[config.mk]
export PLATFORM = sky130hd
export DESIGN_NAME = register_file
export DESIGN_NICKNAME = d
export VERILOG_FILES = /design/src/rtl/cpu_pkg.sv /design/src/rtl/register_file.sv
export SDC_FILE = /design/constraint.sdc
export NUM_CORES = 2
export LEC_CHECK = 0
export BUFFER_PORTS_ARGS = -buffer_cell sky130_fd_sc_hd__buf_4
export CORE_MARGIN = 3
export CORE_UTILIZATION = 50
export CTS_CLUSTER_SIZE = 30
export DETAILED_ROUTE_END_ITERATION = 6
export GPL_TIMING_DRIVEN = 0
export PLACE_DENSITY = 0.66
export SLEW_MARGIN = 0
export SYNTH_ARGS = -nofsm -noshare
export SYNTH_HDL_FRONTEND = slang
export SYNTH_SLANG_ARGS = --single-unit
[constraint.sdc]
create_clock -name i_clk -period 2.25 [get_ports i_clk]
set_input_delay 0.3375 -clock i_clk [delete_from_list [all_inputs] [get_ports i_clk]]
set_output_delay 0.3375 -clock i_clk [all_outputs]
set_load 0.005 [all_outputs]
[src/rtl/cpu_pkg.sv]
package cpu_pkg;

	localparam int XLEN    = 32;	// Data word width
	localparam int REG_AW  = 5;		// Register address width
	localparam int IMM_W   = 16;
	localparam int JADDR_W = 26;	// Jump target width

	localparam logic [REG_AW-1:0] REG_LINK = 5'd31;	// jal writes its return address here

	// Opcodes
	localparam logic [5:0] OP_RTYPE = 6'd0;
	localparam logic [5:0] OP_ADDI  = 6'd1;
	localparam logic [5:0] OP_SUBI  = 6'd2;
	localparam logic [5:0] OP_MULI  = 6'd3;
	localparam logic [5:0] OP_DIVI  = 6'd4;
	localparam logic [5:0] OP_MODI  = 6'd5;
	localparam logic [5:0] OP_ANDI  = 6'd6;
	localparam logic [5:0] OP_ORI   = 6'd7;
	localparam logic [5:0] OP_XORI  = 6'd8;
	localparam logic [5:0] OP_NOT   = 6'd9;
	localparam logic [5:0] OP_LANDI = 6'd10;
	localparam logic [5:0] OP_LORI  = 6'd11;
	localparam logic [5:0] OP_SLLI  = 6'd12;
	localparam logic [5:0] OP_SRLI  = 6'd13;
	localparam logic [5:0] OP_MOV   = 6'd14;
	localparam logic [5:0] OP_LW    = 6'd15;
	localparam logic [5:0] OP_LI    = 6'd16;
	localparam logic [5:0] OP_SW    = 6'd18;
	localparam logic [5:0] OP_IN    = 6'd19;
	localparam logic [5:0] OP_OUT   = 6'd20;
	localparam logic [5:0] OP_JF    = 6'd21;
	localparam logic [5:0] OP_J     = 6'd60;
	localparam logic [5:0] OP_JAL   = 6'd62;
	localparam logic [5:0] OP_HALT  = 6'd63;

	// R-type function field
	localparam logic [5:0] FN_ADD  = 6'd0;
	localparam logic [5:0] FN_SUB  = 6'd1;
	localparam logic [5:0] FN_MUL  = 6'd2;
	localparam logic [5:0] FN_DIV  = 6'd3;
	localparam logic [5:0] FN_MOD  = 6'd4;
	localparam logic [5:0] FN_AND  = 6'd5;
	localparam logic [5:0] FN_OR   = 6'd6;
	localparam logic [5:0] FN_XOR  = 6'd7;
	localparam logic [5:0] FN_LAND = 6'd8;
	localparam logic [5:0] FN_LOR  = 6'd9;
	localparam logic [5:0] FN_SLL  = 6'd10;
	localparam logic [5:0] FN_SRL  = 6'd11;
	localparam logic [5:0] FN_EQ   = 6'd12;
	localparam logic [5:0] FN_NE   = 6'd13;
	localparam logic [5:0] FN_LT   = 6'd14;
	localparam logic [5:0] FN_LET  = 6'd15;
	localparam logic [5:0] FN_GT   = 6'd16;
	localparam logic [5:0] FN_GET  = 6'd17;
	localparam logic [5:0] FN_JR   = 6'd18;

	// ALU operations, bit 4 marks the compares
	localparam logic [4:0] ALU_ADD   = 5'd0;
	localparam logic [4:0] ALU_SUB   = 5'd1;
	localparam logic [4:0] ALU_MUL   = 5'd2;
	localparam logic [4:0] ALU_DIV   = 5'd3;
	localparam logic [4:0] ALU_MOD   = 5'd4;
	localparam logic [4:0] ALU_SLL   = 5'd5;
	localparam logic [4:0] ALU_SRL   = 5'd6;
	localparam logic [4:0] ALU_AND   = 5'd8;
	localparam logic [4:0] ALU_OR    = 5'd9;
	localparam logic [4:0] ALU_XOR   = 5'd10;
	localparam logic [4:0] ALU_NOT   = 5'd11;
	localparam logic [4:0] ALU_LAND  = 5'd12;
	localparam logic [4:0] ALU_LOR   = 5'd13;
	localparam logic [4:0] ALU_PASSA = 5'd14;
	localparam logic [4:0] ALU_PASSB = 5'd15;
	localparam logic [4:0] ALU_EQ    = 5'd16;
	localparam logic [4:0] ALU_NE    = 5'd17;
	localparam logic [4:0] ALU_LT    = 5'd18;
	localparam logic [4:0] ALU_LET   = 5'd19;
	localparam logic [4:0] ALU_GT    = 5'd20;
	localparam logic [4:0] ALU_GET   = 5'd21;

	// Next-PC sources
	localparam logic [1:0] PC_SEQ    = 2'd0;
	localparam logic [1:0] PC_BRANCH = 2'd1;
	localparam logic [1:0] PC_REG    = 2'd2;
	localparam logic [1:0] PC_JUMP   = 2'd3;

	// Write-back sources
	localparam logic [1:0] WB_ALU  = 2'd0;
	localparam logic [1:0] WB_MEM  = 2'd1;
	localparam logic [1:0] WB_IN   = 2'd2;
	localparam logic [1:0] WB_LINK = 2'd3;	// PC plus one

	typedef struct packed {
		logic [5:0]        op;
		logic [REG_AW-1:0] rs;
		logic [REG_AW-1:0] rt;
		logic [REG_AW-1:0] rd;
		logic [4:0]        unused;
		logic [5:0]        fn;
	} r_fields_t;

	typedef struct packed {
		logic [5:0]        op;
		logic [REG_AW-1:0] rs;
		logic [REG_AW-1:0] rt;
		logic [IMM_W-1:0]  imm;
	} i_fields_t;

	typedef struct packed {
		logic [5:0]         op;
		logic [JADDR_W-1:0] target;
	} j_fields_t;

	// One instruction word, three field layouts
	typedef union packed {
		r_fields_t r;
		i_fields_t i;
		j_fields_t j;
	} instr_u;

	typedef struct packed {
		logic       reg_write;
		logic       mem_write;
		logic       is_reg_alu_op;	// b operand from register, else immediate
		logic       is_rt_dest;
		logic       out_write;
		logic       is_halt;
		logic       is_jf;
		logic [1:0] pc_source;
		logic [1:0] wb_select;
		logic [4:0] alu_op;
	} ctrl_t;

endpackage

[src/rtl/register_file.sv]
`timescale 1ns/1ps

module register_file (
	input  logic                       i_clk,
	input  logic                       i_rst,
	input  logic                       i_we,
	input  logic [cpu_pkg::REG_AW-1:0] i_waddr,
	input  logic [cpu_pkg::XLEN-1:0]   i_wdata,
	input  logic [cpu_pkg::REG_AW-1:0] i_raddr_a,
	input  logic [cpu_pkg::REG_AW-1:0] i_raddr_b,
	output logic [cpu_pkg::XLEN-1:0]   o_rdata_a,
	output logic [cpu_pkg::XLEN-1:0]   o_rdata_b
);
	import cpu_pkg::*;

	logic [XLEN-1:0] regs [0:(1 << REG_AW)-1];

	always_ff @(posedge i_clk) begin
		if (i_rst) begin
			for (int k = 0; k < (1 << REG_AW); k++) begin
				regs[k] <= '0;
			end
		end else if (i_we && (i_waddr != '0)) begin	// r0 stays zero
			regs[i_waddr] <= i_wdata;
		end
	end

	// Asynchronous reads, no write bypass
	assign o_rdata_a = regs[i_raddr_a];
	assign o_rdata_b = regs[i_raddr_b];

endmodule

* Word-level counts from Yosys, hierarchy flattened
Memory sizes are Yosys's and may differ from the RTL's.
Cells that the tools add are included.
** Word-level totals
- Bits in registers :: 0
- RAM bits :: 1024
- Output and inout port bits :: 64
- Memories kept :: 1
** Cells by class
- Muxes and demuxes :: 8
- Reduce and logical (&&, ||, !) cells :: 3
** Memory list
- regs :: words 32, bits a word 32, read ports 2, clocked after memory_dff 0, write ports 32, line register_file.sv:16 : logic [XLEN-1:0] regs [0:(1 << REG_AW)-1];
** Operators by type and width (number)
- 2-to-1 mux 32 bit :: 1
- OR reduction 32 bit :: 1
- 2-to-1 mux 1 bit :: 6
- 2-to-1 mux 5 bit :: 1
- nonzero test 5 bit :: 1
- logical AND 1 bit :: 1

* Depth between registers and ports, before layout
- Depth after elaboration :: 7
- Depth in mapped cells :: 8
- Gate-level depth less buffers :: 5

* Least setup slack after synthesis
No wires, ideal clock.
- Kind :: input -> register
- Start point :: in i_rst
- End point :: mem regs[12][0], enable pin
- Setup time :: 0.375 ns
- Arrival time :: 1.571 ns
- Required time :: 1.875 ns
- Slack :: 0.305 ns
- Stages on the path :: 5
- Path buffers :: 1
- Path through :: nand2b_1 -> or3_1 -> buf_6 -> nor2_4 -> or2_2
** RTL lines
- start, declared :: line register_file.sv:5 : input logic i_rst,
- end, declared :: line register_file.sv:16

* Worst setup path after layout
- Start point :: in i_raddr_b[2] (netlist bit)
- End point :: out o_rdata_b[23] (netlist bit)
** On the way
- Cells in the longest elaborated chain, start to end :: 1
** RTL lines
- start, declared :: line register_file.sv:10 : input logic [cpu_pkg::REG_AW-1:0] i_raddr_b,
- memory (32 x 32 bit)
- end, declared :: line register_file.sv:12 : output logic [cpu_pkg::XLEN-1:0] o_rdata_b
No other way between the ends.

==> results_dict.tcl <==
set metrics [dict create \
    wl_per_cell_um 34.0 \
    path_max_fanout 10 \
    worstPathRequired_ps 1910 \
    numCtsBuffers 112 \
    gr-total-overflow 0 \
    nets 4946 \
    postRouteAntennaNets 0 \
    place_congestion 0.972 \
    ir_drop_mv 0.706 \
    cp-start-kind "primary input" \
    worst_pin_slew_ps 1380 \
    synth_flop_cell "edfxtp_1" \
    hold_path_class "primary input to flip-flop" \
    placed_area_um2 58700 \
    status "finished with violations" \
    largest_reg_flops 1024 \
    path_delay_family "buffers and inverters" \
    core.rowCount 122 \
    ys_seq_elements 1024 \
    syn_inst 4605 \
    core_um2 111000 \
    yosys_warnings 0 \
    worstPathCellList "buf_4 -> and2_1 -> buf_4 -> buf_8 -> clkbuf_2 -> a22oi_1 -> nand3_1 -> nand3_4 -> buf_6" \
    drv_slew 0 \
    syn2layout_area_growth_pct 16.5 \
    end_kind "output port" \
    syn_area_per_cell_um2 12.1 \
    p_leak_nw 25.7 \
    max_clock_freq_mhz 384 \
    wl_um 220000 \
    worstPathArrival_ps 2260 \
    dieWidth_um 340 \
    io_pins 114 \
    htreeDepth 3 \
    stdcell_area_um2 65100 \
    critPathLaunch "i_raddr_b[2]" \
    grt_start_max_net_pins 33 \
    hold_start "i_rst" \
    die_area_um2 116000 \
    synth-edff-count 1024 \
    nFillCells 9102 \
    period_share 1.16 \
    vias_per_cell 6.47 \
    hold_path_depth 2 \
    start_util 0.504 \
    cts_max_path_buffers 3 \
    first_global_vias 40500 \
    slowest_stage "a22oi_1" \
    crit_top_cell "buf_4" \
    drv_cap 0 \
    async_flop_share 0 \
    drt_iter0_drc 5944 \
    cts_sinks 1024 \
    vias 42000 \
    fin_crit_ps 2600 \
    grt_pass1_wl_um 299000 \
    clk_pin_slew_worst_paths_ps 60 \
    drive_gt1_frac 0.171 \
    io_buffers 111 \
    top_regs "regs: 1024 flops" \
    synth_area_um2 55900 \
    power-per-cell-area_nw_per_um2 738 \
    yosysUniqueCellTypes 29 \
    antenna_found_initial 14 \
    violations "DRC, setup timing" \
    finalHoldViolations 0 \
    slew_headroom 0.0831 \
    fin_ws_ps -351 \
    chipHeight_um 340 \
    top_register "regs" \
    seq_area_frac_synth 0.550 \
    tns_ps -21470 \
    critPathKind "primary input to output port" \
    power.total_mw 48.1 \
    grt_use_total 0.368 \
    post-dp-hpwl_um 151000 \
    dp_worst_setup_slack_ps -1570 \
    rsz0062_at_grt "yes" \
    first_pass_iters 7 \
    crit_path_max_incr_delay_ps 300 \
    cts_root_buf "clkbuf_16" \
    critical_path_buf_inv_count 5 \
    cts_tree "done" \
    finalSetupViolations 244 \
    min_to "regs[0][27]" \
    drc 1 \
]
[metrics by stage]
step	std cells	hold slack, ps	util
final	6485	196	0.588
after global routing	6481	196	0.588
after CTS	6478	154	0.583
after detailed placement	6236	657	0.530
after global placement	6235	645	0.530
after floorplan	4636	536	-
[where the power goes]
| part | internal, mW | leakage (nW) | total [mW] | switching (mW) |
|---|---|---|---|---|
| Clock | 10.5 | 1.77 | 18.8 | 8.26 |
| Combinational | 2.34 | 14.2 | 6.65 | 4.31 |
| Sequential | 22.1 | 9.75 | 22.6 | 0.559 |
| Total | 34.9 | 25.7 | 48.1 | 13.1 |
[logic make-up after synthesis]
| logic type | Yosys count | synth area share |
|---|---|---|
| AOI/OAI and AO/OA | 576 | 0.0702 |
| muxes | 1024 | 0.183 |
| DFF | 1024 | 0.550 |
| buffers and inverters | 446 | 0.0390 |
| other | 1 | 0.0000671 |
| and+or+nand+nor | 1534 | 0.157 |
[cells in the mapped netlist (12+ instances only)]
library cell  instances  area share
a21oi_1             192       0.017
a22o_1              128       0.020
a22oi_1             192       0.026
a31oi_1              64      0.0072
and2_1              994        0.11
buf_1                24      0.0016
buf_2               113       0.010
buf_4                63      0.0085
buf_6                12      0.0024
clkbuf_1            218       0.015
edfxtp_1           1024        0.55
mux2i_1            1024        0.18
nand2_1             196       0.013
nand3_1             193       0.017
nor2_1               21      0.0014
nor3_1               64      0.0057
or2_2                33      0.0037
[timing repair]
action | CTS | global route
hold endpoints to repair | 32 | 0
gates resized for setup | 532 | 107
setup buffers | 0 | 1
endpoints found under the setup margin | 738 | 358
gates cloned | 0 | 2
pin swaps | 134 | 82
hold buffers | 32 | 0
[worst max-delay path by stage]
stage	cells after the start	endpoint	slack (ps)
2_1_floorplan	5	regs[12][0]	300
3_3_place_gp	6	regs[5][20]	-1540
3_5_place_dp	6	regs[5][20]	-1570
4_1_cts	6	o_rdata_b[23]	-330
5_1_grt	6	o_rdata_a[24]	-350
6_report	9	o_rdata_b[23]	-350
[layout by cell type, fill, tap and decap left out, types with 37 or more instances in the layout]
cell type  count
a21oi_1      191
a22o_1       121
a22oi_1      170
and2_1       994
buf_2         80
buf_4        133
buf_6         91
clkbuf_1     145
clkbuf_16    116
clkbuf_2      48
clkbuf_4      37
edfxtp_1    1024
mux2i_1     1022
nand2_1      196
nand3_1      120
nand3_2       62
nor3_2        46
[cell type report]
cell class	instances	area (um^2)	area share
buffer	445	3040	0.0467
clock inverter	85	766	0.0118
multi-input combinational	3167	24500	0.376
antenna	4	10.0	0.000154
timing repair buffer	146	1340	0.0205
sequential	1024	30700	0.472
tap	1488	1860	0.0286
clock buffer	126	2900	0.0445
[metal layers]
metal,share of wire,global-route usage,up-vias
li1,-,-,17400
met1,0.37,0.474,20900
met4,0.072,0.221,8
met5,0.00050,0,-
met3,0.12,0.109,703
met2,0.43,0.548,2900
No activity file was read; power rests on OpenSTA's default activity.
