===== src/rtl/cpu_pkg.sv =====
package cpu_pkg;

	localparam int XLEN    = 32;	// Data word width
	localparam int REG_AW  = 5;		// Register address width
	localparam int IMM_W   = 16;
	localparam int JADDR_W = 26;	// Jump target width

	localparam logic [REG_AW-1:0] REG_LINK = 5'd31;	// jal writes its return address here

	// Opcodes
	localparam logic [5:0] OP_RTYPE = 6'd0;
	localparam logic [5:0] OP_ADDI  = 6'd1;
	localparam logic [5:0] OP_SUBI  = 6'd2;
	localparam logic [5:0] OP_MULI  = 6'd3;
	localparam logic [5:0] OP_DIVI  = 6'd4;
	localparam logic [5:0] OP_MODI  = 6'd5;
	localparam logic [5:0] OP_ANDI  = 6'd6;
	localparam logic [5:0] OP_ORI   = 6'd7;
	localparam logic [5:0] OP_XORI  = 6'd8;
	localparam logic [5:0] OP_NOT   = 6'd9;
	localparam logic [5:0] OP_LANDI = 6'd10;
	localparam logic [5:0] OP_LORI  = 6'd11;
	localparam logic [5:0] OP_SLLI  = 6'd12;
	localparam logic [5:0] OP_SRLI  = 6'd13;
	localparam logic [5:0] OP_MOV   = 6'd14;
	localparam logic [5:0] OP_LW    = 6'd15;
	localparam logic [5:0] OP_LI    = 6'd16;
	localparam logic [5:0] OP_SW    = 6'd18;
	localparam logic [5:0] OP_IN    = 6'd19;
	localparam logic [5:0] OP_OUT   = 6'd20;
	localparam logic [5:0] OP_JF    = 6'd21;
	localparam logic [5:0] OP_J     = 6'd60;
	localparam logic [5:0] OP_JAL   = 6'd62;
	localparam logic [5:0] OP_HALT  = 6'd63;

	// R-type function field
	localparam logic [5:0] FN_ADD  = 6'd0;
	localparam logic [5:0] FN_SUB  = 6'd1;
	localparam logic [5:0] FN_MUL  = 6'd2;
	localparam logic [5:0] FN_DIV  = 6'd3;
	localparam logic [5:0] FN_MOD  = 6'd4;
	localparam logic [5:0] FN_AND  = 6'd5;
	localparam logic [5:0] FN_OR   = 6'd6;
	localparam logic [5:0] FN_XOR  = 6'd7;
	localparam logic [5:0] FN_LAND = 6'd8;
	localparam logic [5:0] FN_LOR  = 6'd9;
	localparam logic [5:0] FN_SLL  = 6'd10;
	localparam logic [5:0] FN_SRL  = 6'd11;
	localparam logic [5:0] FN_EQ   = 6'd12;
	localparam logic [5:0] FN_NE   = 6'd13;
	localparam logic [5:0] FN_LT   = 6'd14;
	localparam logic [5:0] FN_LET  = 6'd15;
	localparam logic [5:0] FN_GT   = 6'd16;
	localparam logic [5:0] FN_GET  = 6'd17;
	localparam logic [5:0] FN_JR   = 6'd18;

	// ALU operations, bit 4 marks the compares
	localparam logic [4:0] ALU_ADD   = 5'd0;
	localparam logic [4:0] ALU_SUB   = 5'd1;
	localparam logic [4:0] ALU_MUL   = 5'd2;
	localparam logic [4:0] ALU_DIV   = 5'd3;
	localparam logic [4:0] ALU_MOD   = 5'd4;
	localparam logic [4:0] ALU_SLL   = 5'd5;
	localparam logic [4:0] ALU_SRL   = 5'd6;
	localparam logic [4:0] ALU_AND   = 5'd8;
	localparam logic [4:0] ALU_OR    = 5'd9;
	localparam logic [4:0] ALU_XOR   = 5'd10;
	localparam logic [4:0] ALU_NOT   = 5'd11;
	localparam logic [4:0] ALU_LAND  = 5'd12;
	localparam logic [4:0] ALU_LOR   = 5'd13;
	localparam logic [4:0] ALU_PASSA = 5'd14;
	localparam logic [4:0] ALU_PASSB = 5'd15;
	localparam logic [4:0] ALU_EQ    = 5'd16;
	localparam logic [4:0] ALU_NE    = 5'd17;
	localparam logic [4:0] ALU_LT    = 5'd18;
	localparam logic [4:0] ALU_LET   = 5'd19;
	localparam logic [4:0] ALU_GT    = 5'd20;
	localparam logic [4:0] ALU_GET   = 5'd21;

	// Next-PC sources
	localparam logic [1:0] PC_SEQ    = 2'd0;
	localparam logic [1:0] PC_BRANCH = 2'd1;
	localparam logic [1:0] PC_REG    = 2'd2;
	localparam logic [1:0] PC_JUMP   = 2'd3;

	// Write-back sources
	localparam logic [1:0] WB_ALU  = 2'd0;
	localparam logic [1:0] WB_MEM  = 2'd1;
	localparam logic [1:0] WB_IN   = 2'd2;
	localparam logic [1:0] WB_LINK = 2'd3;	// PC plus one

	typedef struct packed {
		logic [5:0]        op;
		logic [REG_AW-1:0] rs;
		logic [REG_AW-1:0] rt;
		logic [REG_AW-1:0] rd;
		logic [4:0]        unused;
		logic [5:0]        fn;
	} r_fields_t;

	typedef struct packed {
		logic [5:0]        op;
		logic [REG_AW-1:0] rs;
		logic [REG_AW-1:0] rt;
		logic [IMM_W-1:0]  imm;
	} i_fields_t;

	typedef struct packed {
		logic [5:0]         op;
		logic [JADDR_W-1:0] target;
	} j_fields_t;

	// One instruction word, three field layouts
	typedef union packed {
		r_fields_t r;
		i_fields_t i;
		j_fields_t j;
	} instr_u;

	typedef struct packed {
		logic       reg_write;
		logic       mem_write;
		logic       is_reg_alu_op;	// b operand from register, else immediate
		logic       is_rt_dest;
		logic       out_write;
		logic       is_halt;
		logic       is_jf;
		logic [1:0] pc_source;
		logic [1:0] wb_select;
		logic [4:0] alu_op;
	} ctrl_t;

endpackage


===== src/rtl/alu.sv =====
`timescale 1ns/1ps

module alu (
	input  logic [4:0]               i_op,
	input  logic [cpu_pkg::XLEN-1:0] i_a,
	input  logic [cpu_pkg::XLEN-1:0] i_b,
	output logic [cpu_pkg::XLEN-1:0] o_result,
	output logic                     o_is_false
);
	import cpu_pkg::*;

	logic a_true;
	logic b_true;
	logic b_zero;	// Guards divide and modulo

	assign a_true = (i_a != '0);
	assign b_true = (i_b != '0);
	assign b_zero = ~b_true;

	always_comb begin
		case (i_op)
			ALU_ADD: o_result = i_a + i_b;
			ALU_SUB: o_result = i_a - i_b;
			ALU_MUL: o_result = i_a * i_b;	// Low word only
			ALU_DIV: o_result = b_zero ? '0 : i_a / i_b;
			ALU_MOD: o_result = b_zero ? '0 : i_a % i_b;
			ALU_SLL: o_result = i_a << i_b[4:0];
			ALU_SRL: o_result = i_a >> i_b[4:0];

			ALU_AND:  o_result = i_a & i_b;
			ALU_OR:   o_result = i_a | i_b;
			ALU_XOR:  o_result = i_a ^ i_b;
			ALU_NOT:  o_result = ~i_a;
			ALU_LAND: o_result = XLEN'(a_true & b_true);
			ALU_LOR:  o_result = XLEN'(a_true | b_true);

			ALU_PASSA: o_result = i_a;
			ALU_PASSB: o_result = i_b;

			// Compares are unsigned and give 1 or 0
			ALU_EQ:  o_result = XLEN'(i_a == i_b);
			ALU_NE:  o_result = XLEN'(i_a != i_b);
			ALU_LT:  o_result = XLEN'(i_a < i_b);
			ALU_LET: o_result = XLEN'(i_a <= i_b);
			ALU_GT:  o_result = XLEN'(i_a > i_b);
			ALU_GET: o_result = XLEN'(i_a >= i_b);
			default: o_result = '0;
		endcase
	end

	assign o_is_false = (o_result == '0);	// jf condition

endmodule


===== config.mk =====
export PLATFORM = sky130hd
export DESIGN_NAME = alu
export DESIGN_NICKNAME = d
export VERILOG_FILES = /design/src/rtl/cpu_pkg.sv /design/src/rtl/alu.sv
export SDC_FILE = /design/constraint.sdc
export NUM_CORES = 2
export LEC_CHECK = 0
export BUFFER_PORTS_ARGS = -buffer_cell sky130_fd_sc_hd__buf_2
export CAP_MARGIN = 10
export CORE_MARGIN = 2
export CORE_UTILIZATION = 25
export DETAILED_ROUTE_END_ITERATION = 7
export PLACE_DENSITY = 0.49
export SYNTH_ARGS = -nofsm -noshare
export SYNTH_HDL_FRONTEND = slang
export SYNTH_SLANG_ARGS = --single-unit

===== constraint.sdc =====
create_clock -name vclk -period 155.6
set_input_delay 38.9 -clock vclk [all_inputs]
set_output_delay 38.9 -clock vclk [all_outputs]
set_load 0.005 [all_outputs]

== After elaboration in Yosys (flattened, before gate mapping) ==
Index checks and enable logic that the tools add are counted.

* Shift-type cells: 2
* Muxes and demuxes: 3
* Bitwise logic cells: 6
* $lt $le $gt $ge: 4
* Multiply operators: 1
* $add $sub $neg: 2
* Div/mod/pow operators: 2
* Equality and inequality tests: 22
* Reductions and logical operators: 4

{| class="wikitable"
|+ Operator list
! operator !! number
|-
| 32-bit case mux with 21 select lines || 1
|-
| 32-bit two-way mux || 2
|-
| 32-bit nonzero test || 2
|-
| 5-bit by 4-bit equality test with 1-bit output (second input constant) || 8
|-
| 32-bit adder || 1
|-
| 32-bit AND || 1
|-
| 32-bit by 32-bit divider with 32-bit output || 1
|-
| 32-bit equality test || 1
|-
| 32-bit greater-or-equal comparator || 1
|-
| 32-bit greater-than comparator || 1
|-
| 32-bit less-or-equal comparator || 1
|-
| 32-bit zero test || 1
|-
| 32-bit less-than comparator || 1
|-
| 32-bit by 32-bit remainder unit with 32-bit output || 1
|-
| 32-bit by 32-bit multiplier with 32-bit output || 1
|-
| 32-bit inequality test || 1
|-
| 32-bit NOT || 1
|-
| 32-bit bitwise OR || 1
|-
| 32-bit by 5-bit << shifter with 32-bit output || 1
|-
| 32-bit by 5-bit right shift with 32-bit output || 1
|-
| 32-bit subtractor || 1
|-
| 32-bit XOR || 1
|-
| 5-bit equality test (second input constant) || 6
|-
| 5-bit by 3-bit equality test with 1-bit output (second input constant) || 3
|-
| 5 further kinds || 6
|}

* Input port bits: 69
* Output and inout port bits: 33
* Register bits after elaboration: 0
* Word-level logic and storage cells: 46

== Longest topological paths before layout ==
* Depth after elaboration: 4
* Depth in mapped cells: 332

== Worst setup path after synthesis ==
Ideal clock, no wire load.

* Path type: input port to output port
* Start: input port i_b[0] in the netlist's numbering
* End: output port o_is_false
* Data required time: 116.700 ns
* Data arrival time: 109.189 ns
* Path buffers: 51
* Setup slack: 7.511 ns
* Cell stages on the path: 295
* Cells stage by stage: buf_2 clkinv_1 clkbuf_1 buf_1 ha_1 a21oi_1 ha_1 o21a_1 o21ai_0 nor4_1 mux2_2 inv_1 ha_1 o211ai_1 a21o_1 or4_1 clkbuf_1 nand2_1 (+259 left out) clkbuf_1 o21ai_0 ha_1 a21o_1 a2111oi_0 a21o_1 a31oi_1 o41ai_1 o21bai_1 a21o_1 a21oi_1 o21ai_0 a21oi_1 o21bai_1 xor2_1 a221o_1 or4_4 nor4b_2

* Cells in the longest elaborated chain, start to end: 4
* Elaborated cells on any way between the ends: 23

{| class="wikitable"
|+ Ends and longest elaborated chain
! item !! RTL line !! RTL
|-
| from (decl) || alu.sv:6 || <nowiki>input logic [cpu_pkg::XLEN-1:0] i_b,</nowiki>
|-
| 32-bit by 32-bit remainder unit with 32-bit output (tied with other cells) || alu.sv:26 || <nowiki>ALU_MOD: o_result = b_zero ? '0 : i_a % i_b;</nowiki>
|-
| 32-bit two-way mux (on tied branches) || alu.sv:26, alu.sv:25 ||
|-
| 32-bit case mux with 21 select lines (*) || alu.sv:21 || <nowiki>case (i_op)</nowiki>
|-
| named net o_result, one bit || alu.sv:7 || <nowiki>output logic [cpu_pkg::XLEN-1:0] o_result,</nowiki>
|-
| 32-bit zero test (*) || alu.sv:51 || <nowiki>assign o_is_false = (o_result == '0);</nowiki>
|-
| to (decl) || alu.sv:8 || <nowiki>output logic o_is_false</nowiki>
|}

The timed path passes the listed nets; every way through them passes the cells marked *.

== Final worst setup path ==
* Start: input port i_b[14] in the netlist's numbering
* End: output port o_is_false

* Cells in the longest elaborated chain, start to end: 4
* Elaborated cells on any way between the ends: 21

{| class="wikitable"
|+ Ends and longest elaborated chain
! item !! RTL line
|-
| 32-bit by 32-bit remainder unit with 32-bit output (tied with other cells) || alu.sv:26
|-
| 32-bit two-way mux (tied with other cells) || alu.sv:26
|-
| 32-bit case mux with 21 select lines (*) || alu.sv:21
|-
| 32-bit zero test (*) || alu.sv:51
|}

Mark *: on every way between the ends. The rest lies on a longest branch, timed or not.

==> run metrics <==
status finished, final reports clean; syn nets 9282; fmax about 6.6 MHz; post-synthesis sequential area ratio 0; via count of the first global-routing pass just under 70000; slowest stage delay, CP 820 ps; Worst Hold Class input port to output port; Worst EP arrival ~110000 ps; Non-Filler Instances 12300; clock buf count 0; Nets between 10000 and 15000; core area around 230000 um^2; GR Overflow Total 0; Detailed Route WL ~360 mm; final slew viol count 0; register area 0 um^2; hpwl dp slightly below 300 mm; Syn Inst Count between 8000 and 9000; Slew @ Worst Pin ~1300 ps; HP Start i_op[4]; IO Port Bufs approximately 100; M1 WL 147 mm; Initial Util 0.252; CP max stage cell nor4_1; worst hold path cell count 5; Pre-Repair DR Iteration Count 8; routed wl met3 ~32 mm; hold path endpoint o_result[0]; Layout fillers 24500; proportion of layout cells with a drive suffix above 1 0.211; most common cell after layout, fill and taps aside buf_4; crit path time final between 150000 and 200000 ps; Crit path top cell by count ha_1; seq_cells 0; synthesized area per cell just over 7 um^2; antenna viol nets, final 0; Worst EP required between 100000 and 150000 ps; largest net degree at the start of global routing 47; wire per inst 29.5 um; most frequent cells in the layout buf_4, nand2_1, nor2_1; Total GRT Usage 0.304; CP max FO 28; via count between 70000 and 80000; placed cell count roughly 12000; met2 WL 155 mm; first-pass GRT wire length 510 mm; final hold violations 0; relative slew slack 0.135; WS Path Type input port to output port; vias per cell between 5 and 6; chip height roughly 480 um; Iter 0 DRT Violations ~8000; highest metal used met5; I/O pin cnt roughly 100; initial antenna violation count 60; Ys Warns 0; P&R area growth vs syn 26.3%; Setup Viol. Count Final 0; Die Wd around 480 um; gp weighted congestion between 1 and 1.5; Synth Cell Area 56800 um^2; Std-Cell Rows ~170; nature of the critical path endpoint output port; Max-Cap Viols 0; period utilization 0.977; Hold-fix buffers, CTS 0; DIE AREA approximately 230000 um^2; Yosys cell types approximately 110; Setup crit start kind input port; post-route DRC violation count 0
==> kinds of logic (layout without fill, tap and decap cells) <==
kind of cell | count (synthesis) | count (layout) | synth area share
buffers and inverters | 1089 | 2337 | 0.0727
multiplexers | 193 | 193 | 0.0465
other | 0 | 28 | 0
adder cells (fa/ha/maj) | 1163 | 1163 | 0.311
AO/OA/AOI/OAI | 2223 | 2224 | 0.262
AND/OR/NAND/NOR | 2906 | 2906 | 0.234
XOR/XNOR | 477 | 477 | 0.0736
==> critical path: cells and delay by family <==
kind / cells / cell delay [ps]
compound gates: 135 / 37120
fa+ha+maj: 31 / 10240
simple gates: 80 / 16510
xor+xnor: 2 / 210
mux: 6 / 2330
buf+inv: 40 / 7460
==> through the flow <==
stage	hold WS (ps)	setup TNS [ps]	utilization	setup slack (ps)	instance area, um^2
after floorplan	78140	0	-	7510	56800
after global placement	78710	-44630	0.316	-2810	71100
after detailed placement	78750	-39580	0.316	-2630	71200
after CTS	78750	0	0.316	3.40	71300
after global routing	78780	-79.1	0.318	-79.1	71700
final	78770	0	0.318	3620	71700
==> synth_stat cells (all sizes together) (49+ instances only) <==
library cell / number / area, um^2
a221oi: 49 / 435
a31oi: 93 / 597
nand4: 81 / 528
o31ai: 52 / 390
nand2b: 74 / 463
a211oi: 101 / 768
mux2i: 87 / 871
xor2: 189 / 1660
nand3: 167 / 846
clkbuf: 284 / 1070
nand2: 1113 / 4180
inv: 704 / 2640
a21oi: 568 / 2870
nor4: 81 / 603
o21bai: 55 / 413
o21ai: 417 / 2100
and3: 51 / 319
fa: 411 / 8230
and2: 50 / 313
xnor2: 288 / 2520
mux2: 55 / 623
o21a: 128 / 961
a21o: 157 / 1180
ha: 751 / 9400
nor2: 812 / 3070
buf: 94 / 394
o211ai: 78 / 586
nor3: 208 / 1070
or3: 67 / 424
mux4: 51 / 1150
==> what timing repair did <==
action | in CTS | in global routing
gates cloned | 1 | 0
endpoints found under the setup margin | 33 | 33
endpoints found under the hold margin | 0 | 0
resized for setup | 12 | 73
pin swaps | 4 | 6
buffers inserted | 4 | 10
==> worst max path at each step <==
stage,startpoint,end,cells after the start
after global routing,i_b[7],o_is_false,304
after floorplan,i_b[0],o_is_false,295
final,i_b[14],o_is_false,294
after CTS,i_b[24],o_is_false,301
after detailed placement,i_b[24],o_is_false,297
after global placement,i_b[24],o_is_false,291
==> routing by layer <==
| metal | up-vias | track usage |
|---|---|---|
| met3 | 1087 | 0.0531 |
| met4 | 42 | 0.201 |
| li1 | 31200 | - |
| met1 | 34500 | 0.387 |
| met2 | 3795 | 0.468 |
| met5 | - | 0 |
==> cell type report <==
class	instances	area, um^2	area share
repair buffers	1626	12100	0.169
diodes	28	70.1	0.000977
inverters	711	2670	0.0373
well taps	2992	3740	0.0522
multi-input cells	6963	53200	0.741
