### config.mk
export PLATFORM = sky130hd
export DESIGN_NAME = control_unit
export DESIGN_NICKNAME = d
export VERILOG_FILES = /design/src/rtl/cpu_pkg.sv /design/src/rtl/control_unit.sv
export SDC_FILE = /design/constraint.sdc
export NUM_CORES = 1
export LEC_CHECK = 0
export BUFFER_PORTS_ARGS = -buffer_cell sky130_fd_sc_hd__buf_4
export CAP_MARGIN = 10
export CELL_PAD_IN_SITES_DETAIL_PLACEMENT = 0
export CELL_PAD_IN_SITES_GLOBAL_PLACEMENT = 2
export CORE_UTILIZATION = 23
export DETAILED_ROUTE_END_ITERATION = 6
export PLACE_DENSITY_LB_ADDON = 0.1
export RECOVER_POWER = 100
export SLEW_MARGIN = 20
export SYNTH_ARGS = -nofsm -noshare
export SYNTH_HDL_FRONTEND = slang
export SYNTH_SLANG_ARGS = --single-unit
### constraint.sdc
create_clock -name vclk -period 1.5
set_input_delay 0.15 -clock vclk [all_inputs]
set_output_delay 0.15 -clock vclk [all_outputs]
set_load 0.05 [all_outputs]
### src/rtl/cpu_pkg.sv
package cpu_pkg;

	localparam int XLEN    = 32;	// Data word width
	localparam int REG_AW  = 5;		// Register address width
	localparam int IMM_W   = 16;
	localparam int JADDR_W = 26;	// Jump target width

	localparam logic [REG_AW-1:0] REG_LINK = 5'd31;	// jal writes its return address here

	// Opcodes
	localparam logic [5:0] OP_RTYPE = 6'd0;
	localparam logic [5:0] OP_ADDI  = 6'd1;
	localparam logic [5:0] OP_SUBI  = 6'd2;
	localparam logic [5:0] OP_MULI  = 6'd3;
	localparam logic [5:0] OP_DIVI  = 6'd4;
	localparam logic [5:0] OP_MODI  = 6'd5;
	localparam logic [5:0] OP_ANDI  = 6'd6;
	localparam logic [5:0] OP_ORI   = 6'd7;
	localparam logic [5:0] OP_XORI  = 6'd8;
	localparam logic [5:0] OP_NOT   = 6'd9;
	localparam logic [5:0] OP_LANDI = 6'd10;
	localparam logic [5:0] OP_LORI  = 6'd11;
	localparam logic [5:0] OP_SLLI  = 6'd12;
	localparam logic [5:0] OP_SRLI  = 6'd13;
	localparam logic [5:0] OP_MOV   = 6'd14;
	localparam logic [5:0] OP_LW    = 6'd15;
	localparam logic [5:0] OP_LI    = 6'd16;
	localparam logic [5:0] OP_SW    = 6'd18;
	localparam logic [5:0] OP_IN    = 6'd19;
	localparam logic [5:0] OP_OUT   = 6'd20;
	localparam logic [5:0] OP_JF    = 6'd21;
	localparam logic [5:0] OP_J     = 6'd60;
	localparam logic [5:0] OP_JAL   = 6'd62;
	localparam logic [5:0] OP_HALT  = 6'd63;

	// R-type function field
	localparam logic [5:0] FN_ADD  = 6'd0;
	localparam logic [5:0] FN_SUB  = 6'd1;
	localparam logic [5:0] FN_MUL  = 6'd2;
	localparam logic [5:0] FN_DIV  = 6'd3;
	localparam logic [5:0] FN_MOD  = 6'd4;
	localparam logic [5:0] FN_AND  = 6'd5;
	localparam logic [5:0] FN_OR   = 6'd6;
	localparam logic [5:0] FN_XOR  = 6'd7;
	localparam logic [5:0] FN_LAND = 6'd8;
	localparam logic [5:0] FN_LOR  = 6'd9;
	localparam logic [5:0] FN_SLL  = 6'd10;
	localparam logic [5:0] FN_SRL  = 6'd11;
	localparam logic [5:0] FN_EQ   = 6'd12;
	localparam logic [5:0] FN_NE   = 6'd13;
	localparam logic [5:0] FN_LT   = 6'd14;
	localparam logic [5:0] FN_LET  = 6'd15;
	localparam logic [5:0] FN_GT   = 6'd16;
	localparam logic [5:0] FN_GET  = 6'd17;
	localparam logic [5:0] FN_JR   = 6'd18;

	// ALU operations, bit 4 marks the compares
	localparam logic [4:0] ALU_ADD   = 5'd0;
	localparam logic [4:0] ALU_SUB   = 5'd1;
	localparam logic [4:0] ALU_MUL   = 5'd2;
	localparam logic [4:0] ALU_DIV   = 5'd3;
	localparam logic [4:0] ALU_MOD   = 5'd4;
	localparam logic [4:0] ALU_SLL   = 5'd5;
	localparam logic [4:0] ALU_SRL   = 5'd6;
	localparam logic [4:0] ALU_AND   = 5'd8;
	localparam logic [4:0] ALU_OR    = 5'd9;
	localparam logic [4:0] ALU_XOR   = 5'd10;
	localparam logic [4:0] ALU_NOT   = 5'd11;
	localparam logic [4:0] ALU_LAND  = 5'd12;
	localparam logic [4:0] ALU_LOR   = 5'd13;
	localparam logic [4:0] ALU_PASSA = 5'd14;
	localparam logic [4:0] ALU_PASSB = 5'd15;
	localparam logic [4:0] ALU_EQ    = 5'd16;
	localparam logic [4:0] ALU_NE    = 5'd17;
	localparam logic [4:0] ALU_LT    = 5'd18;
	localparam logic [4:0] ALU_LET   = 5'd19;
	localparam logic [4:0] ALU_GT    = 5'd20;
	localparam logic [4:0] ALU_GET   = 5'd21;

	// Next-PC sources
	localparam logic [1:0] PC_SEQ    = 2'd0;
	localparam logic [1:0] PC_BRANCH = 2'd1;
	localparam logic [1:0] PC_REG    = 2'd2;
	localparam logic [1:0] PC_JUMP   = 2'd3;

	// Write-back sources
	localparam logic [1:0] WB_ALU  = 2'd0;
	localparam logic [1:0] WB_MEM  = 2'd1;
	localparam logic [1:0] WB_IN   = 2'd2;
	localparam logic [1:0] WB_LINK = 2'd3;	// PC plus one

	typedef struct packed {
		logic [5:0]        op;
		logic [REG_AW-1:0] rs;
		logic [REG_AW-1:0] rt;
		logic [REG_AW-1:0] rd;
		logic [4:0]        unused;
		logic [5:0]        fn;
	} r_fields_t;

	typedef struct packed {
		logic [5:0]        op;
		logic [REG_AW-1:0] rs;
		logic [REG_AW-1:0] rt;
		logic [IMM_W-1:0]  imm;
	} i_fields_t;

	typedef struct packed {
		logic [5:0]         op;
		logic [JADDR_W-1:0] target;
	} j_fields_t;

	// One instruction word, three field layouts
	typedef union packed {
		r_fields_t r;
		i_fields_t i;
		j_fields_t j;
	} instr_u;

	typedef struct packed {
		logic       reg_write;
		logic       mem_write;
		logic       is_reg_alu_op;	// b operand from register, else immediate
		logic       is_rt_dest;
		logic       out_write;
		logic       is_halt;
		logic       is_jf;
		logic [1:0] pc_source;
		logic [1:0] wb_select;
		logic [4:0] alu_op;
	} ctrl_t;

endpackage

### src/rtl/control_unit.sv
`timescale 1ns/1ps

module control_unit (
	input  cpu_pkg::instr_u i_instr,
	output cpu_pkg::ctrl_t  o_ctrl
);
	import cpu_pkg::*;

	logic [4:0] imm_alu_op;	// ALU code of the I-type ALU forms
	logic [4:0] fn_alu_op;	// ALU code of the R-type forms

	always_comb begin
		case (i_instr.i.op)
			OP_ADDI:  imm_alu_op = ALU_ADD;
			OP_SUBI:  imm_alu_op = ALU_SUB;
			OP_MULI:  imm_alu_op = ALU_MUL;
			OP_DIVI:  imm_alu_op = ALU_DIV;
			OP_MODI:  imm_alu_op = ALU_MOD;
			OP_ANDI:  imm_alu_op = ALU_AND;
			OP_ORI:   imm_alu_op = ALU_OR;
			OP_XORI:  imm_alu_op = ALU_XOR;
			OP_NOT:   imm_alu_op = ALU_NOT;
			OP_LANDI: imm_alu_op = ALU_LAND;
			OP_LORI:  imm_alu_op = ALU_LOR;
			OP_SLLI:  imm_alu_op = ALU_SLL;
			OP_SRLI:  imm_alu_op = ALU_SRL;
			OP_MOV:   imm_alu_op = ALU_PASSA;
			OP_LI:    imm_alu_op = ALU_PASSB;
			default:  imm_alu_op = ALU_ADD;
		endcase
	end

	always_comb begin
		case (i_instr.r.fn)
			FN_SUB:  fn_alu_op = ALU_SUB;
			FN_MUL:  fn_alu_op = ALU_MUL;
			FN_DIV:  fn_alu_op = ALU_DIV;
			FN_MOD:  fn_alu_op = ALU_MOD;
			FN_AND:  fn_alu_op = ALU_AND;
			FN_OR:   fn_alu_op = ALU_OR;
			FN_XOR:  fn_alu_op = ALU_XOR;
			FN_LAND: fn_alu_op = ALU_LAND;
			FN_LOR:  fn_alu_op = ALU_LOR;
			FN_SLL:  fn_alu_op = ALU_SLL;
			FN_SRL:  fn_alu_op = ALU_SRL;
			FN_EQ:   fn_alu_op = ALU_EQ;
			FN_NE:   fn_alu_op = ALU_NE;
			FN_LT:   fn_alu_op = ALU_LT;
			FN_LET:  fn_alu_op = ALU_LET;
			FN_GT:   fn_alu_op = ALU_GT;
			FN_GET:  fn_alu_op = ALU_GET;
			FN_JR:   fn_alu_op = ALU_PASSA;	// Return address is rs
			default: fn_alu_op = ALU_ADD;
		endcase
	end

	always_comb begin
		o_ctrl = '0;	// Anything not listed is a no-op
		case (i_instr.r.op)
			OP_RTYPE: begin
				o_ctrl.alu_op = fn_alu_op;
				if (i_instr.r.fn == FN_JR) begin
					o_ctrl.pc_source = PC_REG;
				end else if (i_instr.r.fn <= FN_GET) begin
					o_ctrl.reg_write     = 1'b1;
					o_ctrl.is_reg_alu_op = 1'b1;
				end else begin
					o_ctrl = '0;	// Undefined function
				end
			end
			OP_ADDI, OP_SUBI, OP_MULI, OP_DIVI, OP_MODI, OP_ANDI, OP_ORI,
			OP_XORI, OP_NOT, OP_LANDI, OP_LORI, OP_SLLI, OP_SRLI, OP_MOV,
			OP_LI: begin
				o_ctrl.reg_write  = 1'b1;
				o_ctrl.is_rt_dest = 1'b1;
				o_ctrl.alu_op     = imm_alu_op;
			end
			OP_LW: begin
				o_ctrl.reg_write  = 1'b1;
				o_ctrl.is_rt_dest = 1'b1;
				o_ctrl.wb_select  = WB_MEM;
			end
			OP_SW: o_ctrl.mem_write = 1'b1;
			OP_IN: begin
				o_ctrl.reg_write  = 1'b1;
				o_ctrl.is_rt_dest = 1'b1;
				o_ctrl.wb_select  = WB_IN;
			end
			OP_OUT: begin
				o_ctrl.out_write     = 1'b1;
				o_ctrl.is_reg_alu_op = 1'b1;
				o_ctrl.alu_op        = ALU_PASSB;
			end
			OP_JF: begin
				// Taken only when the tested register reads zero
				o_ctrl.is_jf         = 1'b1;
				o_ctrl.is_reg_alu_op = 1'b1;
				o_ctrl.pc_source     = PC_BRANCH;
				o_ctrl.alu_op        = ALU_PASSB;
			end
			OP_J: o_ctrl.pc_source = PC_JUMP;
			OP_JAL: begin
				o_ctrl.reg_write = 1'b1;
				o_ctrl.pc_source = PC_JUMP;
				o_ctrl.wb_select = WB_LINK;
			end
			OP_HALT: o_ctrl.is_halt = 1'b1;
			default: o_ctrl = '0;
		endcase
	end

endmodule

# --- Word level (Yosys, flattened, before mapping) ---
# Memories as Yosys holds them, arrays and structs flattened.
# Cells that the tools add are included.
op_classes:
  reduce_logical: 6
  eq_ne: 24
  muxes: 17
  n_lt_le_gt_ge: 1
op_table:
  columns: ["cell", "n"]
  rows:
  - ["$eq 6x4->1 const B", 8]
  - ["$eq 6x5->1 const B", 6]
  - ["$eq 6x3->1 const B", 4]
  - ["$eq 6x6->1 const B", 3]
  - ["$reduce_or 18->1", 1]
  - ["$reduce_or 17->1", 1]
  - ["$mux 5", 3]
  - ["$pmux 5 s3", 1]
  - ["$reduce_or 15->1", 1]
  - ["$mux 7", 2]
  - ["$pmux 1 s2", 7]
  - ["$eq 6x2->1 const B", 2]
  - ["$pmux 2 s4", 1]
  - ["$eq 6x1->1 const B", 1]
  - ["$le 6x5->1 const B", 1]
  - ["$logic_not 6->1", 1]
  - ["$pmux 2 s3", 1]
  - ["$reduce_or 2->1", 2]
  - ["$mux 2", 1]
  - ["$mux 1", 1]
totals:
  out_inout_bits: 16
  input_bits: 32
  regBits: 0
  wordCells: 50
  memories: 2
  mem_bits_ro: 288
mem_list:
  columns: ["memory", "depth", "width", "rd", "rd_ports_with_merged_regs", "write_ports", "line_no", "rtl"]
  rows:
  - ["(no name shown)", 32, 5, 1, 0, 0, "control_unit.sv:34", "case (i_instr.r.fn)"]
  - ["(no name shown)", 32, 4, 1, 0, 0, "control_unit.sv:13", "case (i_instr.i.op)"]

# --- Longest topological paths before layout ---
# An unclocked memory read counts as a cell.
logic_depth:
  word_depth: 5
  depth_mapped: 6
  mapped_depth_nobuf: 6

# --- Worst setup path after synthesis ---
# No wires, ideal clock.
synth_path:
  kind: "input to output"
  start: "input i_instr[26] (netlist name)"
  end: "output o_ctrl[15] (netlist name)"
  required_time_ns: 1.350
  path_stages: 5
  arrival_time_ns: 2.019
  setup_slack_ns: -0.669
  path_cell_list: "ha_1 > or3b_1 > a21oi_1 > a21oi_1 > nand3_1"
synth_rtl:
  columns: ["element", "line_no", "rtl"]
  rows:
  - ["start: declaration", "control_unit.sv:4", "input cpu_pkg::instr_u i_instr,"]
  - ["end: declaration", "control_unit.sv:5", "output cpu_pkg::ctrl_t o_ctrl"]

==> metrics.csv <==
stage;metric;value;unit
outcome;status;finished with violations;
outcome;failed_checks;negative setup slack;
sta;post-route-min-period;1.64;ns
place;hpwl;2150;µm
sta;timing.hold.ws;0.779;ns
cells_and_area;area_delta_synth_final;74.5;%
job;drv_cap;0;
floorplan;design.die.area;3730;µm²
pwr;power_frac_clock;0;
worst_setup_path;timing_worst_setup_path_type;in -> out;
worst_setup_path;critPathTopFamily;buffers and inverters;
cells_and_area;design.seq.count;0;
hold_path;min-delay-path-class;in -> out;
pwr;vdd.ir_drop.worst;0.110;mV
sta;timing.final.setup_violations;6;
grt;grtUsageTotal;0.144;
pwr;netSwitchingFraction;0.529;
yosys;post_synth_instance_area;803;µm²
floorplan;fp-row-count;21;
worst_setup_path;critical_path.endpoint_type;output pin;
cells_and_area;fillers;361;
pwr;p_int;0.000173;W
routing;via_count;963;
routing;detail-route-antenna-nets;0;
pwr;pwr_density_cell;262;nW/µm²
pwr;leakagePower;0.623;nW
sta;maxSlewHeadroom;0.782;
sta;setup_repair_after_global_routing_missed_its_margin;yes;
worst_setup_path;path_common_cell;buf_4;
grt;grt_pass1_wl;4170;µm
grt;first_global_vias;879;
routing;first_iter_violations;16;
hold_path;min-delay-start;i_instr[30];
pwr;power;0.000368;W
worst_setup_path;worst-path-buf-inv;4;
routing;drt-total-wl;2580;µm
yosys;synth_area_leader_cell;ha_1;
cells_and_area;seq_area;0;µm²
sta;timing_hold_violations_final;0;
cells_and_area;antenna_diode_count;0;
yosys;yosys.cell_types.count;42;
pwr;combinationalPowerShare;1.000;
place;dpl_cell_area;1300;µm²
worst_setup_path;worst_path_largest_cell_delay;0.45;ns
floorplan;num_io_pins;48;
cells_and_area;final_net_count;201;
place;io_buffers;28;
yosys;syn_inst;106;
floorplan;design.core.area;3340;µm²
routing;routed_wire_length_per_instance;12.8;µm
yosys;yosysSeqAreaShare;0;
floorplan;die_height;61.1;µm
routing;viasPerCell;4.77;
sta;fin_crit_sh;1.09;
grt;gr-total-overflow;0;
cells_and_area;post_route_cells_drive_above_1_share;0.538;
floorplan;die_x;61.1;µm
grt;grt_start_max_net_pins;11;
worst_setup_path;crit_path_cell_trace;buf_12 -> clkinv_8 -> ha_4 -> buf_4 -> mux4_2 -> a21oi_2 -> o211ai_1 -> buf_4;
hold_path;hold_path_end;o_ctrl[15];
pwr;power.net_switching;0.000195;W
floorplan;initial_utilization;0.241;
grt;antenna_found_initial;0;
yosys;synth_area_per_cell;7.58;µm²
place;gp_congestion;0.766;
sta;timing.final.max_slew_violations;0;
hold_path;min_delay_path_depth;4;
yosys;synthTopCellsByArea;ha_1 (17%), mux4_2 (5.6%), a21oi_1 (4.4%), buf_2 (3.7%), mux2i_1 (3.7%);
yosys;synth_largest_type_area_fraction;0.171;
sta;fmax;609;MHz
sta;finalSetupTns;-0.585;ns
worst_setup_path;cp_data_required_time;1.35;ns
worst_setup_path;cp_max_fo;7;
yosys;synthesized_nets;149;
routing;drc_errors;0;
cells_and_area;summed_area_of_non_filler_cells_in_the_final_layout;1400;µm²
cells_and_area;clock_buffers;0;
pwr;power.share.sequential;0;
cells_and_area;post-route-util;0.420;
worst_setup_path;crit_slowest_cell;mux4_2;
routing;detailedRoute.firstPassIterationCount;4;
worst_setup_path;critPathArrivalTime;1.49;ns
sta;worst-slew-pin-transition;0.326;ns
yosys;synth_warnings;0;
worst_setup_path;timing.critical_path.from_type;input port;
sta;layout_setup_ws;-0.142;ns
==> worst max-delay path by stage <==
stage,from,end,cells past startpoint
6_report,i_instr[26],o_ctrl[0],8
5_1_grt,i_instr[27],o_ctrl[0],8
4_1_cts,i_instr[26],o_ctrl[0],8
3_5_place_dp,i_instr[27],o_ctrl[0],8
3_3_place_gp,i_instr[27],o_ctrl[0],8
2_1_floorplan,i_instr[27],o_ctrl[0],6
==> power groups by stage <==
stage / sequential (W) / clock [W] / combinational [W]
after global routing: 0 / 0 / 0.000398
after detailed placement: 0 / 0 / 0.000340
after CTS: 0 / 0 / 0.000359
after floorplan: 0 / 0 / 0.000205
after global placement: 0 / 0 / 0.000337
final: 0 / 0 / 0.000368
==> metrics by stage <==
| step | instances | setup slack, ns |
|---|---|---|
| 2_1_floorplan | 106 | -0.311 |
| 3_3_place_gp | 200 | -0.181 |
| 3_5_place_dp | 200 | -0.212 |
| 4_1_cts | 202 | -0.144 |
| 5_1_grt | 202 | -0.220 |
| 6_report | 202 | -0.142 |
==> cells in the mapped netlist (2+ instances only) <==
cell type / number
nand2b_1: 2
o211ai_1: 4
nand3_1: 3
nand3b_1: 4
o21ai_1: 2
and4b_1: 2
a21oi_1: 7
o31ai_1: 2
inv_1: 7
a2bb2oi_1: 2
and2_1: 2
mux4_2: 2
o21a_1: 2
ha_1: 11
nor2_1: 7
nor3b_1: 3
buf_2: 6
nor2b_1: 4
nor3_1: 3
mux2i_1: 3
nand2_1: 4
o21ai_0: 4
==> kinds of logic after synthesis <==
logic type | share of synthesized area
muxes | 0.0935
and+or+nand+nor | 0.344
xor gates and xnor gates | 0.0109
AOI/OAI and AO/OA | 0.282
buffers and inverters | 0.0981
adders and majority gates | 0.171
==> layout make-up <==
type,instances,area [µm²],area share
Multi-Input combinational cell,90,807,0.576
Inverter,8,55.1,0.0393
Tap cell,46,57.6,0.0411
Timing Repair Buffer,58,482,0.344
==> layout by cell type, fill, tap and decap left out, drive strengths merged, types with 2 or more instances in the layout <==
cell type	n
a21oi	7
a2bb2oi	2
and2	2
and4b	2
buf	56
clkbuf	2
ha	11
inv	7
mux2i	3
mux4	2
nand2	5
nand2b	2
nand3	3
nand3b	4
nor2	8
nor2b	4
nor3	5
nor3b	3
o211ai	4
o21a	2
o21ai	6
o31ai	2
or3b	2
==> what timing repair did <==
item                                    4_1_cts  5_1_grt
pin swaps                                     6        4
endpoints found under the setup margin       11       11
setup buffers                                 2        0
gates resized for setup                      12       14
hold buffers                                  0        0
cloned                                        0        0
==> layer usage <==
| metal | routed length [µm] | GRT usage | share of wire | up-vias |
|---|---|---|---|---|
| li1 | - | - | - | 498 |
| met1 | 1330 | 0.225 | 0.52 | 446 |
| met2 | 1150 | 0.231 | 0.45 | 19 |
| met3 | 98 | 0.00630 | 0.038 | 0 |
| met4 | 0 | 0 | 0 | 0 |
| met5 | 0 | 0 | 0 | - |
Power figures use the tool's default switching activity.
